**src/logic/a2e_pkg.sv**
```systemverilog
// Bus typedefs, $C0x0 group numbers and the C8ROM release address
package a2e_pkg;

    // ----------------------------------------------
    // Bus types
    // ----------------------------------------------
    typedef logic [15:0] addr_t;      // CPU address
    typedef logic [7:0]  data_t;      // CPU data byte
    typedef logic [15:0] ram_word_t;  // Low byte main RAM, high byte aux RAM
    typedef logic [7:0]  slot_sel_t;  // One-hot, bit n is slot n
    typedef logic [3:0]  io_group_t;  // Address bits 7..4 inside $C0xx

    // ----------------------------------------------
    // $C0x0 groups handled on the motherboard
    // ----------------------------------------------
    localparam io_group_t IO_KBD    = 4'h0;  // Keyboard data, //e switch writes
    localparam io_group_t IO_C01X   = 4'h1;  // Key strobe clear and status flags
    localparam io_group_t IO_TAPE   = 4'h2;  // Cassette out
    localparam io_group_t IO_SPKR   = 4'h3;
    localparam io_group_t IO_STB    = 4'h4;  // Utility strobe
    localparam io_group_t IO_SWITCH = 4'h5;  // Display switches, annunciators
    localparam io_group_t IO_GAME   = 4'h6;  // Buttons and paddle timers
    localparam io_group_t IO_PDL    = 4'h7;  // Paddle timer trigger
    localparam io_group_t IO_LC     = 4'h8;  // Language card

    // Any access here gives the $C800 space back to the slots
    localparam addr_t C8_RESET_ADDR = 16'hCFFF;

endpackage

```
**src/logic/io_decoder.sv**
```systemverilog
// Address decoder: RAM and ROM ranges, $C0xx groups, slot I/O and device selects
`timescale 1ns/1ns

module io_decoder
    import a2e_pkg::*;
(
    input  addr_t     addr,
    input  logic      cxrom,
    input  logic      c3rom,
    input  logic      c8rom,
    output logic      ram_sel,
    output logic      rom_sel,
    output logic      io_group_valid,
    output io_group_t io_group,
    output slot_sel_t io_select,
    output slot_sel_t device_select,
    output logic      io_strobe
);

    assign io_group = addr[7:4];

    always_comb
    begin
        ram_sel        = 1'b0;
        rom_sel        = 1'b0;
        io_group_valid = 1'b0;
        io_select      = '0;
        device_select  = '0;
        io_strobe      = 1'b0;

        if (addr[15:14] != 2'b11)
        begin
            ram_sel = 1'b1;  // $0000-$BFFF
        end
        else if (addr[13:12] != 2'b00)
        begin
            rom_sel = 1'b1;  // $D000-$FFFF
        end
        else
        begin
            case (addr[11:8])
                4'h0:
                begin
                    // Groups 0-8 are on the board, 9-F go to slots 1-7
                    if (!addr[7] || addr[7:4] == IO_LC)
                        io_group_valid = 1'b1;
                    else
                        device_select[addr[6:4]] = 1'b1;
                end
                4'h3:
                begin
                    // Slot 3 firmware is internal unless C3ROM is set
                    if (cxrom || !c3rom)
                        rom_sel = 1'b1;
                    else
                        io_select[3] = 1'b1;
                end
                4'h1, 4'h2, 4'h4, 4'h5, 4'h6, 4'h7:
                begin
                    if (cxrom)
                        rom_sel = 1'b1;
                    else
                        io_select[addr[10:8]] = 1'b1;
                end
                default:
                begin
                    // $C800-$CFFF expansion ROM space
                    if (cxrom || c8rom)
                        rom_sel = 1'b1;
                    else
                        io_strobe = 1'b1;
                end
            endcase
        end
    end

endmodule

```
**src/logic/display_switches.sv**
```systemverilog
// Display mode switches, annunciators and speaker flip-flop
`timescale 1ns/1ns

module display_switches
    import a2e_pkg::*;
(
    input  logic       CLK_14M,
    input  logic       reset,
    input  addr_t      addr,
    input  logic       cpu_en,
    input  logic       switch_sel,
    input  logic       spkr_sel,
    output logic       text_mode,
    output logic       mixed_mode,
    output logic       page2,
    output logic       hires_mode,
    output logic [3:0] an,
    output logic       speaker
);

    logic [7:0] soft_sw;  // 0-3 modes, 4-7 annunciators

    always_ff @(posedge CLK_14M or posedge reset)
    begin
        if (reset)
        begin
            soft_sw <= '0;
            speaker <= 1'b0;
        end
        else if (cpu_en)
        begin
            if (switch_sel)
                soft_sw[addr[3:1]] <= addr[0];  // Odd address sets, even clears
            if (spkr_sel)
                speaker <= ~speaker;            // Read or write both click
        end
    end

    assign text_mode  = soft_sw[0];
    assign mixed_mode = soft_sw[1];
    assign page2      = soft_sw[2];
    assign hires_mode = soft_sw[3];
    assign an         = soft_sw[7:4];

endmodule

```
**src/logic/memory_switches.sv**
```systemverilog
// //e memory switches at $C00x, C8ROM latch and key strobe acknowledge
`timescale 1ns/1ns

module memory_switches
    import a2e_pkg::*;
(
    input  logic  CLK_14M,
    input  logic  reset,
    input  addr_t addr,
    input  logic  we,
    input  logic  cpu_en,
    input  logic  kbd_sel,
    input  logic  c01x_sel,
    output logic  store80,
    output logic  ramrd,
    output logic  ramwrt,
    output logic  cxrom,
    output logic  altzp,
    output logic  c3rom,
    output logic  col80,
    output logic  altchar,
    output logic  c8rom,
    output logic  read_key
);

    always_ff @(posedge CLK_14M or posedge reset)
    begin
        if (reset)
        begin
            store80  <= 1'b0;
            ramrd    <= 1'b0;
            ramwrt   <= 1'b0;
            cxrom    <= 1'b0;
            altzp    <= 1'b0;
            c3rom    <= 1'b0;
            col80    <= 1'b0;
            altchar  <= 1'b0;
            c8rom    <= 1'b0;
            read_key <= 1'b0;
        end
        else
        begin
            // Read of $C010 or any $C01x write clears the key strobe
            read_key <= cpu_en & c01x_sel & (we | (addr[3:0] == 4'h0));

            if (cpu_en)
            begin
                // ------------------------------------------------
                // Write-only switches, pairs at even/odd address
                // ------------------------------------------------
                if (kbd_sel && we)
                begin
                    case (addr[3:1])
                        3'd0: store80 <= addr[0];
                        3'd1: ramrd   <= addr[0];
                        3'd2: ramwrt  <= addr[0];
                        3'd3: cxrom   <= addr[0];
                        3'd4: altzp   <= addr[0];
                        3'd5: c3rom   <= addr[0];
                        3'd6: col80   <= addr[0];
                        3'd7: altchar <= addr[0];
                    endcase
                end

                // Internal slot 3 ROM claims $C800 until $CFFF is touched
                if (addr[15:8] == 8'hC3 && !c3rom)
                    c8rom <= 1'b1;
                else if (addr == C8_RESET_ADDR)
                    c8rom <= 1'b0;
            end
        end
    end

endmodule

```
**src/logic/language_card.sv**
```systemverilog
// Language card bank select, high RAM read and write-enable state machine
`timescale 1ns/1ns

module language_card
    import a2e_pkg::*;
(
    input  logic  CLK_14M,
    input  logic  reset,
    input  addr_t addr,
    input  logic  we,
    input  logic  cpu_en,
    input  logic  lc_sel,
    output logic  bank1,
    output logic  hram_read,
    output logic  hram_read_en,
    output logic  hram_write_en
);

    logic pre_wr;      // Last $C08x access was an odd read
    logic wr_inhibit;  // High RAM write protect
    logic hi_region;   // $D000-$FFFF

    always_ff @(posedge CLK_14M or posedge reset)
    begin
        if (reset)
        begin
            bank1      <= 1'b0;
            hram_read  <= 1'b0;
            pre_wr     <= 1'b0;
            wr_inhibit <= 1'b0;
        end
        else if (cpu_en && lc_sel)
        begin
            bank1     <= addr[3];
            hram_read <= ~(addr[0] ^ addr[1]);  // $C080/3/8/B read RAM
            pre_wr    <= addr[0] & ~we;

            // Two odd reads in a row unlock writes
            if (pre_wr && addr[0] && !we)
                wr_inhibit <= 1'b0;
            else if (!addr[0])
                wr_inhibit <= 1'b1;
        end
    end

    assign hi_region = (addr[15:14] == 2'b11) & (addr[13] | addr[12]);

    assign hram_read_en  = hram_read & hi_region;
    assign hram_write_en = ~wr_inhibit & hi_region;

endmodule

```
**src/logic/bank_mapper.sv**
```systemverilog
// Main/aux bank choice, RAM address with $Dxxx bank fold and RAM write enable
`timescale 1ns/1ns

module bank_mapper
    import a2e_pkg::*;
(
    input  addr_t addr,
    input  logic  we,
    input  logic  cpu_en,
    input  logic  ram_sel,
    input  logic  hram_write_en,
    input  logic  bank1,
    input  logic  ramrd,
    input  logic  ramwrt,
    input  logic  altzp,
    input  logic  store80,
    input  logic  page2,
    input  logic  hires_mode,
    output addr_t ram_addr,
    output logic  ram_we,
    output logic  aux
);

    logic rw_aux;  // Plain RAMRD/RAMWRT choice
    logic dxxx;

    assign rw_aux = we ? ramwrt : ramrd;

    always_comb
    begin
        if (addr[15:9] == 7'b0000000 || addr[15:14] == 2'b11)
            aux = altzp;                                  // Zero page, stack, high RAM
        else if (addr[15:10] == 6'b000001)
            aux = store80 ? page2 : rw_aux;               // Text page 1
        else if (addr[15:13] == 3'b001)
            aux = (store80 & hires_mode) ? page2 : rw_aux; // Hires page 1
        else
            aux = rw_aux;
    end

    // ----------------------------------------------
    // Bank 1 of $D000 lives in the unused $C000 RAM
    // ----------------------------------------------
    assign dxxx     = (addr[15:12] == 4'hD);
    assign ram_addr = {addr[15:13], addr[12] & ~(bank1 & dxxx), addr[11:0]};

    assign ram_we = cpu_en & we & (ram_sel | hram_write_en);

endmodule

```
**src/logic/read_mux.sv**
```systemverilog
// CPU read data selection with $C01x status flags and gameport bits
`timescale 1ns/1ns

module read_mux
    import a2e_pkg::*;
(
    input  addr_t     addr,
    input  logic      we,
    input  logic      aux,
    input  logic      ram_sel,
    input  logic      hram_read_en,
    input  logic      rom_sel,
    input  logic      io_group_valid,
    input  io_group_t io_group,
    input  ram_word_t ram_do,
    input  data_t     rom_data,
    input  data_t     k,
    input  logic      akd,
    input  data_t     pd,
    input  data_t     gameport,
    input  logic      vbl,
    input  logic      bank1,
    input  logic      hram_read,
    input  logic      store80,
    input  logic      ramrd,
    input  logic      ramwrt,
    input  logic      cxrom,
    input  logic      altzp,
    input  logic      c3rom,
    input  logic      col80,
    input  logic      altchar,
    input  logic      text_mode,
    input  logic      mixed_mode,
    input  logic      page2,
    input  logic      hires_mode,
    output data_t     di
);

    logic [15:0] flags;  // Indexed by addr[3:0] at $C010-$C01F
    logic        mem_read;

    assign flags = {col80, altchar, hires_mode, page2, mixed_mode, text_mode, ~vbl,
                    store80, c3rom, altzp, cxrom, ramwrt, ramrd, hram_read, ~bank1, akd};

    // High RAM shadows ROM on reads only
    assign mem_read = ram_sel | (hram_read_en & ~we);

    always_comb
    begin
        if (mem_read)
            di = aux ? ram_do[15:8] : ram_do[7:0];
        else if (io_group_valid)
        begin
            case (io_group)
                IO_KBD:  di = k;
                IO_C01X: di = {flags[addr[3:0]], k[6:0]};
                IO_GAME: di = {gameport[addr[2:0]], 7'b0000000};
                IO_TAPE, IO_SPKR, IO_STB, IO_SWITCH, IO_PDL, IO_LC:
                    di = '0;                                   // No data on these
                default: di = '0;
            endcase
        end
        else if (rom_sel)
            di = rom_data;
        else
            di = pd;  // Slot cards
    end

endmodule

```
**src/logic/a2e_memory_io.sv**
```systemverilog
// Memory and I/O controller top level, decoder and switch blocks wired together
`timescale 1ns/1ns

module a2e_memory_io
    import a2e_pkg::*;
(
    input  logic       CLK_14M,
    input  logic       reset,
    input  addr_t      addr,
    input  logic       we,
    input  logic       cpu_en,
    input  ram_word_t  ram_do,
    input  data_t      rom_data,
    input  data_t      k,
    input  logic       akd,
    input  data_t      pd,
    input  data_t      gameport,
    input  logic       vbl,
    output data_t      di,
    output addr_t      ram_addr,
    output logic       ram_we,
    output logic       aux,
    output logic       read_key,
    output logic [3:0] an,
    output logic       text_mode,
    output logic       mixed_mode,
    output logic       page2,
    output logic       hires_mode,
    output logic       col80,
    output logic       altchar,
    output logic       store80,
    output logic       kbd_strobe,
    output logic       pdl_strobe,
    output slot_sel_t  io_select,
    output slot_sel_t  device_select,
    output logic       io_strobe,
    output logic       speaker
);

    logic      ram_sel, rom_sel, io_group_valid;
    io_group_t io_group;
    logic      cxrom, c3rom, c8rom, ramrd, ramwrt, altzp;
    logic      bank1, hram_read, hram_read_en, hram_write_en;
    logic      kbd_sel, c01x_sel, spkr_sel, switch_sel, lc_sel;

    // ----------------------------------------------
    // Group selects from the $C0x0 decode
    // ----------------------------------------------
    assign kbd_sel    = io_group_valid & (io_group == IO_KBD);
    assign c01x_sel   = io_group_valid & (io_group == IO_C01X);
    assign spkr_sel   = io_group_valid & (io_group == IO_SPKR);
    assign switch_sel = io_group_valid & (io_group == IO_SWITCH);
    assign lc_sel     = io_group_valid & (io_group == IO_LC);
    assign kbd_strobe = io_group_valid & (io_group == IO_STB);
    assign pdl_strobe = io_group_valid & (io_group == IO_PDL);

    io_decoder decoder_i (
        .addr(addr), .cxrom(cxrom), .c3rom(c3rom), .c8rom(c8rom),
        .ram_sel(ram_sel), .rom_sel(rom_sel), .io_group_valid(io_group_valid),
        .io_group(io_group), .io_select(io_select), .device_select(device_select),
        .io_strobe(io_strobe)
    );

    display_switches display_i (
        .CLK_14M(CLK_14M), .reset(reset), .addr(addr), .cpu_en(cpu_en),
        .switch_sel(switch_sel), .spkr_sel(spkr_sel), .text_mode(text_mode),
        .mixed_mode(mixed_mode), .page2(page2), .hires_mode(hires_mode),
        .an(an), .speaker(speaker)
    );

    memory_switches mem_sw_i (
        .CLK_14M(CLK_14M), .reset(reset), .addr(addr), .we(we), .cpu_en(cpu_en),
        .kbd_sel(kbd_sel), .c01x_sel(c01x_sel), .store80(store80), .ramrd(ramrd),
        .ramwrt(ramwrt), .cxrom(cxrom), .altzp(altzp), .c3rom(c3rom), .col80(col80),
        .altchar(altchar), .c8rom(c8rom), .read_key(read_key)
    );

    language_card lc_i (
        .CLK_14M(CLK_14M), .reset(reset), .addr(addr), .we(we), .cpu_en(cpu_en),
        .lc_sel(lc_sel), .bank1(bank1), .hram_read(hram_read),
        .hram_read_en(hram_read_en), .hram_write_en(hram_write_en)
    );

    bank_mapper mapper_i (
        .addr(addr), .we(we), .cpu_en(cpu_en), .ram_sel(ram_sel),
        .hram_write_en(hram_write_en), .bank1(bank1), .ramrd(ramrd), .ramwrt(ramwrt),
        .altzp(altzp), .store80(store80), .page2(page2), .hires_mode(hires_mode),
        .ram_addr(ram_addr), .ram_we(ram_we), .aux(aux)
    );

    read_mux rd_mux_i (
        .addr(addr), .we(we), .aux(aux), .ram_sel(ram_sel), .hram_read_en(hram_read_en),
        .rom_sel(rom_sel), .io_group_valid(io_group_valid), .io_group(io_group),
        .ram_do(ram_do), .rom_data(rom_data), .k(k), .akd(akd), .pd(pd),
        .gameport(gameport), .vbl(vbl), .bank1(bank1), .hram_read(hram_read),
        .store80(store80), .ramrd(ramrd), .ramwrt(ramwrt), .cxrom(cxrom),
        .altzp(altzp), .c3rom(c3rom), .col80(col80), .altchar(altchar),
        .text_mode(text_mode), .mixed_mode(mixed_mode), .page2(page2),
        .hires_mode(hires_mode), .di(di)
    );

endmodule

```
**config.mk**
```make
export PLATFORM = sky130hd
export DESIGN_NAME = a2e_memory_io
export DESIGN_NICKNAME = d
export VERILOG_FILES = /design/src/logic/a2e_pkg.sv /design/src/logic/io_decoder.sv /design/src/logic/display_switches.sv /design/src/logic/memory_switches.sv /design/src/logic/language_card.sv /design/src/logic/bank_mapper.sv /design/src/logic/read_mux.sv /design/src/logic/a2e_memory_io.sv
export SDC_FILE = /design/constraint.sdc
export NUM_CORES = 1
export LEC_CHECK = 0
export BUFFER_PORTS_ARGS = -buffer_cell sky130_fd_sc_hd__buf_2
export CAP_MARGIN = 40
export CORE_MARGIN = 5
export CORE_UTILIZATION = 46
export CTS_BUF_LIST = sky130_fd_sc_hd__clkbuf_8
export DETAILED_ROUTE_END_ITERATION = 8
export PLACE_DENSITY = 0.88
export SLEW_MARGIN = 5
export SYNTH_ARGS = -nofsm -noshare
export SYNTH_HDL_FRONTEND = slang
export SYNTH_SLANG_ARGS = --single-unit
```
**constraint.sdc**
```tcl
create_clock -name CLK_14M -period 3.2 [get_ports CLK_14M]
set_input_delay 0.64 -clock CLK_14M [delete_from_list [all_inputs] [get_ports CLK_14M]]
set_output_delay 0.64 -clock CLK_14M [all_outputs]
set_load 0.03 [all_outputs]
```
# ---- Word level (Yosys, flattened, before mapping)
# Cells that the tools add are included.
dict set report totals {
  output_inout_bits 58
  register_bits 23
  word_cells 172
}
dict set report op_classes {
  n_mux 52
  bitwise 31
  eq_ne 29
  magnitude_cmp 8
  n_reduce_logical 36
}
# op count
set ops {}
lappend ops {{8-bit two-way mux} 11}
lappend ops {{4-bit by 3-bit == test with 1-bit output (second input constant)} 8}
lappend ops {{1-bit two-way mux} 30}
lappend ops {{8-bit one-hot mux with 3 select lines} 1}
lappend ops {{3-bit AND reduction} 8}
lappend ops {{1-bit AND} 19}
lappend ops {{16-bit == test (second input constant)} 1}
lappend ops {{3-bit by 4-bit less-than comparator with 1-bit output (second input constant)} 4}
lappend ops {{3-bit == test (second input constant)} 4}
lappend ops {{4-bit by 2-bit == test with 1-bit output (second input constant)} 3}
lappend ops {{4-bit zero test} 3}
lappend ops {{1-bit demux with 3-bit select} 3}
lappend ops {{3-bit by 1-bit >= comparator with 1-bit output (second input constant)} 3}
lappend ops {{8-bit bitwise mux} 1}
lappend ops {{4-bit by 1-bit == test with 1-bit output (second input constant)} 2}
lappend ops {{4-bit == test (second input constant)} 2}
lappend ops {{8-bit == test (second input constant)} 1}
lappend ops {{1-bit logical AND} 8}
lappend ops {{2-bit AND reduction} 4}
lappend ops {{8-bit OR reduction} 1}
lappend ops {{7-bit zero test} 1}
lappend ops {{1-bit NOT} 7}
lappend ops {{3-bit by 1-bit == test with 1-bit output (second input constant)} 2}
lappend ops {{3-bit by 2-bit == test with 1-bit output (second input constant)} 2}
lappend ops {{other kinds (18)} 27}

# ---- Depth between registers and ports, before layout
dict set report depth {
  word_depth 9
  ltp_mapped 8
  depth_no_buf 6
}

# ---- Hierarchy
# Synthesis repeated with hierarchy kept, for this count alone.
dict set report hier_totals {
  cells_unflattened 262
  hier_area_um2 2317.2
}
# mod seq_area_each_um2 n_inst cells_per_inst area_per_inst_um2
set modules_own_cells {}
lappend modules_own_cells {read_mux 0.0 1 77 585.6}
lappend modules_own_cells {memory_switches 250.2 1 44 486.7}
lappend modules_own_cells {display_switches 225.2 1 33 420.4}
lappend modules_own_cells {io_decoder 0.0 1 45 305.3}
lappend modules_own_cells {bank_mapper 0.0 1 34 247.7}
lappend modules_own_cells {language_card 100.1 1 17 202.7}
lappend modules_own_cells {a2e_memory_io 0.0 1 12 68.8}

# ---- Worst setup path after synthesis
# Ideal clock, no wire load.
dict set report synth_timing {
  path_type {input to output}
  from {input addr[11]}
  to {output di[7]}
  t_required_ps 2560
  stages 8
  arrival_time_ps 2902
  slack_ps -342
  n_path_buf 2
  cell_sequence {buf_6 -> or4b_4 -> a21oi_2 -> mux2_1 -> a21oi_1 -> buf_6 -> mux2i_1 -> a211oi_1}
}
dict set report synth_between {
  elab_chain_len 8
  word_cells_on_any_way 24
  classes_between {8 x eq/ne; 12 x mux; 4 x reduce/logical}
}
# item line
set synth_lines {}
lappend synth_lines {{start, declared} a2e_memory_io.sv:9} ;# input addr_t addr,
lappend synth_lines {{4-bit by 1-bit == test with 1-bit output (tied with other cells)} io_decoder.sv:41} ;# case (addr[11:8])
lappend synth_lines {{6-bit OR reduction} -}
lappend synth_lines {{1-bit one-hot mux with 3 select lines} io_decoder.sv:41}
lappend synth_lines {{1-bit two-way mux} io_decoder.sv:35} ;# else if (addr[13:12] != 2'b00)
lappend synth_lines {{1-bit two-way mux} io_decoder.sv:31} ;# if (addr[15:14] != 2'b11)
lappend synth_lines {{8-bit two-way mux} read_mux.sv:63} ;# else if (rom_sel)
lappend synth_lines {{8-bit two-way mux} read_mux.sv:52} ;# else if (io_group_valid)
lappend synth_lines {{8-bit two-way mux (*)} read_mux.sv:50} ;# if (mem_read)
lappend synth_lines {{end, declared} a2e_memory_io.sv:19} ;# output data_t di,
# Mark *: on every way between the ends. The rest lies on a longest branch, timed or not.

# ---- Worst setup path after layout
dict set report layout_timing {
  from {input addr[12]}
  to {output di[7]}
}
dict set report layout_between {
  elab_chain_len 6
  word_cells_on_any_way 19
  classes_between {1 x eq/ne; 10 x mux; 5 x bitwise; 3 x reduce/logical}
}
# item line
set layout_lines {}
lappend layout_lines {{2-bit nonzero test or 1-bit bitwise OR (tied branches)} {io_decoder.sv:35, language_card.sv:46}}
lappend layout_lines {{1-bit two-way mux or 1-bit AND (tied branches)} {io_decoder.sv:35, language_card.sv:46}}
lappend layout_lines {{1-bit two-way mux or 1-bit AND (tied branches)} {io_decoder.sv:31, language_card.sv:48}}
lappend layout_lines {{8-bit two-way mux or 1-bit AND (tied branches)} {read_mux.sv:63, read_mux.sv:46}}
lappend layout_lines {{8-bit two-way mux or 1-bit bitwise OR (tied branches)} {read_mux.sv:52, read_mux.sv:46}}
lappend layout_lines {{8-bit two-way mux (*)} read_mux.sv:50}
# Marked as above.

==> qor.json <==
{
  "num-nets-final": 451,
  "synth-main-ff-cell": "sky130_fd_sc_hd__dfrtp_1",
  "violations": "setup timing",
  "buffers_from_clock_root_to_sink_at_most": 2,
  "finalWeightedCongestion": 0.8811,
  "floorplan.die_area_mm2": 0.006330,
  "clock_skew_ps": 1.424,
  "clock.fmax_ghz": 0.3077,
  "yosysTopAreaCellShare_pct": 25.86,
  "floorplan.initialDensity_pct": 47.13,
  "grt_pass1_wl_um": 12100,
  "startpoint_type": "primary input",
  "dp.cells": 440,
  "cts_hold_buffers": 0,
  "post_drt_wl_per_cell_um": 17.60,
  "outcome": "finished, violations left",
  "cts.sink_count": 23,
  "filler_cell_count": 386,
  "synth_cells": 257,
  "route.antenna.remaining_nets": 0,
  "synth_edf_count": 0,
  "tritoncts": "done",
  "timing_max_transition_violations_final": 0,
  "timing.hold.worst.class": "primary input to async pin",
  "sequential_fraction_of_the_synthesis_area_pct": 25.86,
  "ys_async_sr_fraction_pct": 100.0,
  "clock_latency_ps": 260,
  "die_x_um": 79.56,
  "place_hpwl_um": 6066,
  "detail_route.first_pass.iterations": 5,
  "grt_pass1_vias": 2448,
  "timing.final.crit_share_pct": 101.6,
  "post-route-min-period_ps": 3250,
  "initial_antenna_violation_count": 0,
  "flow.area_growth_from_synthesis_pct": 39.91,
  "power_density_mw_per_mm2": 246.7,
  "place_area_mm2": 0.002938,
  "die_h_um": 79.56,
  "avgViaCountPerCell": 5.757,
  "layout.cells.most_common_list": "117 x sky130_fd_sc_hd__buf_2, 23 x sky130_fd_sc_hd__nand2_1, 23 x sky130_fd_sc_hd__dfrtp_1",
  "htree_num_levels": 1,
  "aggregate_global_routing_overflow": 0,
  "synth_area_leader_cell": "sky130_fd_sc_hd__dfrtp_1",
  "total_leakage_power_nw": 1.545,
  "synthDistinctLibCells": 57,
  "cts_setup_buffers": 0,
  "final_cell_area_mm2": 0.003114,
  "final_layout_size_suffix_gt1_share_pct": 52.38,
  "maxCapViolCount": 0,
  "ys_top_cells_by_area": "sky130_fd_sc_hd__dfrtp_1 26%, sky130_fd_sc_hd__mux2_2 7.1%, sky130_fd_sc_hd__buf_4 5.7%",
  "yosys_register_bits": 23,
  "number_of_clock_buffers_inserted_by_tritoncts": 3,
  "n_antenna_cell": 0,
  "cp_data_arrival_time_ps": 2610,
  "initialDrtViolationCount": 290,
  "vdd_drop_max_mv": 0.1606,
  "worst-endpoint-required_ps": 2560,
  "pin_count_of_the_biggest_net_entering_global_routing": 17,
  "grt_usage_pct": 23.65,
  "synthesis.area_mm2": 0.002226,
  "fp.coreArea_mm2": 0.004723,
  "worst_setup_path_end_kind": "output port",
  "vias": 2562,
  "setup_viol": 7,
  "boundaryPins": 128,
  "timing.final.ws_setup_ps": -49.91,
  "worst-path-max-fanout": 5,
  "port_buffer_cells": 125,
  "rsz0062_at_grt": "yes",
  "ff2ff_setup_slack_ps": 2280,
  "num_rows": 25,
  "avgSynthCellArea_um2": 8.661,
  "post_layout_nonfiller_instances": 445,
  "yosysWarningCount": 0,
  "commonest_non_fill_non_tap_cell_in_the_layout": "sky130_fd_sc_hd__buf_2",
  "totalWireLength_um": 7833,
  "number_of_remaining_drc_errors": 0,
  "hold_violations": 0,
  "root_buffer": "sky130_fd_sc_hd__clkbuf_8",
  "setup.worst_path.class": "primary input to output port",
  "clk_pin_slew_ps": 80
}
## state kept, by name, summed over array words and instances, names as in the netlist
| name | flops |
|---|---|
| display_i.soft_sw | 8 |
| display_i.speaker | 1 |
| lc_i.bank1 | 1 |
| lc_i.hram_read | 1 |
| lc_i.pre_wr | 1 |
| lc_i.wr_inhibit | 1 |
| mem_sw_i.altchar | 1 |
| mem_sw_i.altzp | 1 |
| mem_sw_i.c3rom | 1 |
| mem_sw_i.c8rom | 1 |
| mem_sw_i.col80 | 1 |
| mem_sw_i.cxrom | 1 |
| mem_sw_i.ramrd | 1 |
| mem_sw_i.ramwrt | 1 |
| mem_sw_i.read_key | 1 |
| mem_sw_i.store80 | 1 |
## synthesized netlist by cell type (all sizes together) (2+ instances only)
cell type,n
buf,23
dfrtp,23
nand2,23
mux2,20
nor2,20
o21ai,15
nor3,14
mux2i,12
a21oi,11
nand2b,11
o31ai,9
clkbuf,8
a221oi,7
inv,7
nand4,7
nand3,4
nor3b,4
a31oi,3
nor4,3
ha,2
mux4,2
nand3b,2
nand4bb,2
nor2b,2
o211a,2
o221a,2
## power by group
group / leakage [nW] / internal [mW] / switching (mW)
Combinational: 1.20 / 0.127 / 0.174
Sequential: 0.321 / 0.292 / 0.000820
Clock: 0.0269 / 0.0856 / 0.0892
## final cells by class
type | count | area, um^2 | share of cell area [%]
inverter | 8 | 30.03 | 0.9642
timing repair buffer | 147 | 855.8 | 27.48
multi-input combinational | 196 | 1524 | 48.94
clock buffer | 3 | 41.29 | 1.326
clock inverter | 1 | 3.754 | 0.1205
tap | 67 | 83.83 | 2.692
sequential | 23 | 575.6 | 18.48
## kinds of logic after synthesis
family | synth area share (%)
other | 0.1685
XOR/XNOR | 0.3936
adder cells (fa/ha/maj) | 1.124
buffers and inverters | 10.90
AND/OR/NAND/NOR | 26.02
flip-flops | 25.86
multiplexers | 17.54
AO/OA/AOI/OAI | 17.99
## metal layers
metal / global-route usage, % / vias up / share of wire, %
li1: - / 1184 / -
met2: 40.48 / 129 / 52
met3: 3.047 / 8 / 7.7
met1: 31.81 / 1241 / 40
met4: 4.811 / 0 / 0.88
met5: 0 / - / 0
## through the flow
step                      setup TNS, ps  worst slack (ps)  util [%]  power [mW]  hold slack (ps)
after floorplan                  -2.909            -2.909         -      0.4758            449.6
after global placement           -224.2            -109.0     61.88      0.5596            454.9
after detailed placement         -645.6            -156.9     62.20      0.5701            457.7
after CTS                        -81.07            -17.84     65.09      0.7587            390.1
after global routing             -693.3            -110.0     65.93      0.8020            423.2
final                            -263.9            -49.91     65.93      0.7684            371.1
## final timing paths
path | startpoint | to | depth (start not counted)
setup / recovery | addr[12] | di[7] | 9
hold / removal | reset | display_i.soft_sw[6]$_DFFE_PP0P_ | 2
setup reg to reg | mem_sw_i.c3rom$_DFFE_PP0P_ | mem_sw_i.c8rom$_DFFE_PP0P_ | 2
hold reg to reg | display_i.speaker$_DFFE_PP0P_ | display_i.speaker$_DFFE_PP0P_ | 1
max in group asynchronous | reset | mem_sw_i.ramwrt$_DFFE_PP0P_ | 3
min in group CLK_14M | display_i.speaker$_DFFE_PP0P_ | display_i.speaker$_DFFE_PP0P_ | 1
## critical path, stage by stage
cell and delay (ps):
sky130_fd_sc_hd__buf_6 90, sky130_fd_sc_hd__or4b_4 540, sky130_fd_sc_hd__a21oi_4 140, sky130_fd_sc_hd__mux2_4 330, sky130_fd_sc_hd__a21oi_4 190, sky130_fd_sc_hd__buf_6 180, sky130_fd_sc_hd__mux2i_4 260, sky130_fd_sc_hd__a211oi_4 80
sky130_fd_sc_hd__buf_6 150
## what timing repair did
item	4_1_cts	5_1_grt
pin swaps	7	6
gates cloned	1	0
gates resized for setup	23	9
endpoints found under the setup margin	8	8
(Power assumes the default switching activity.)
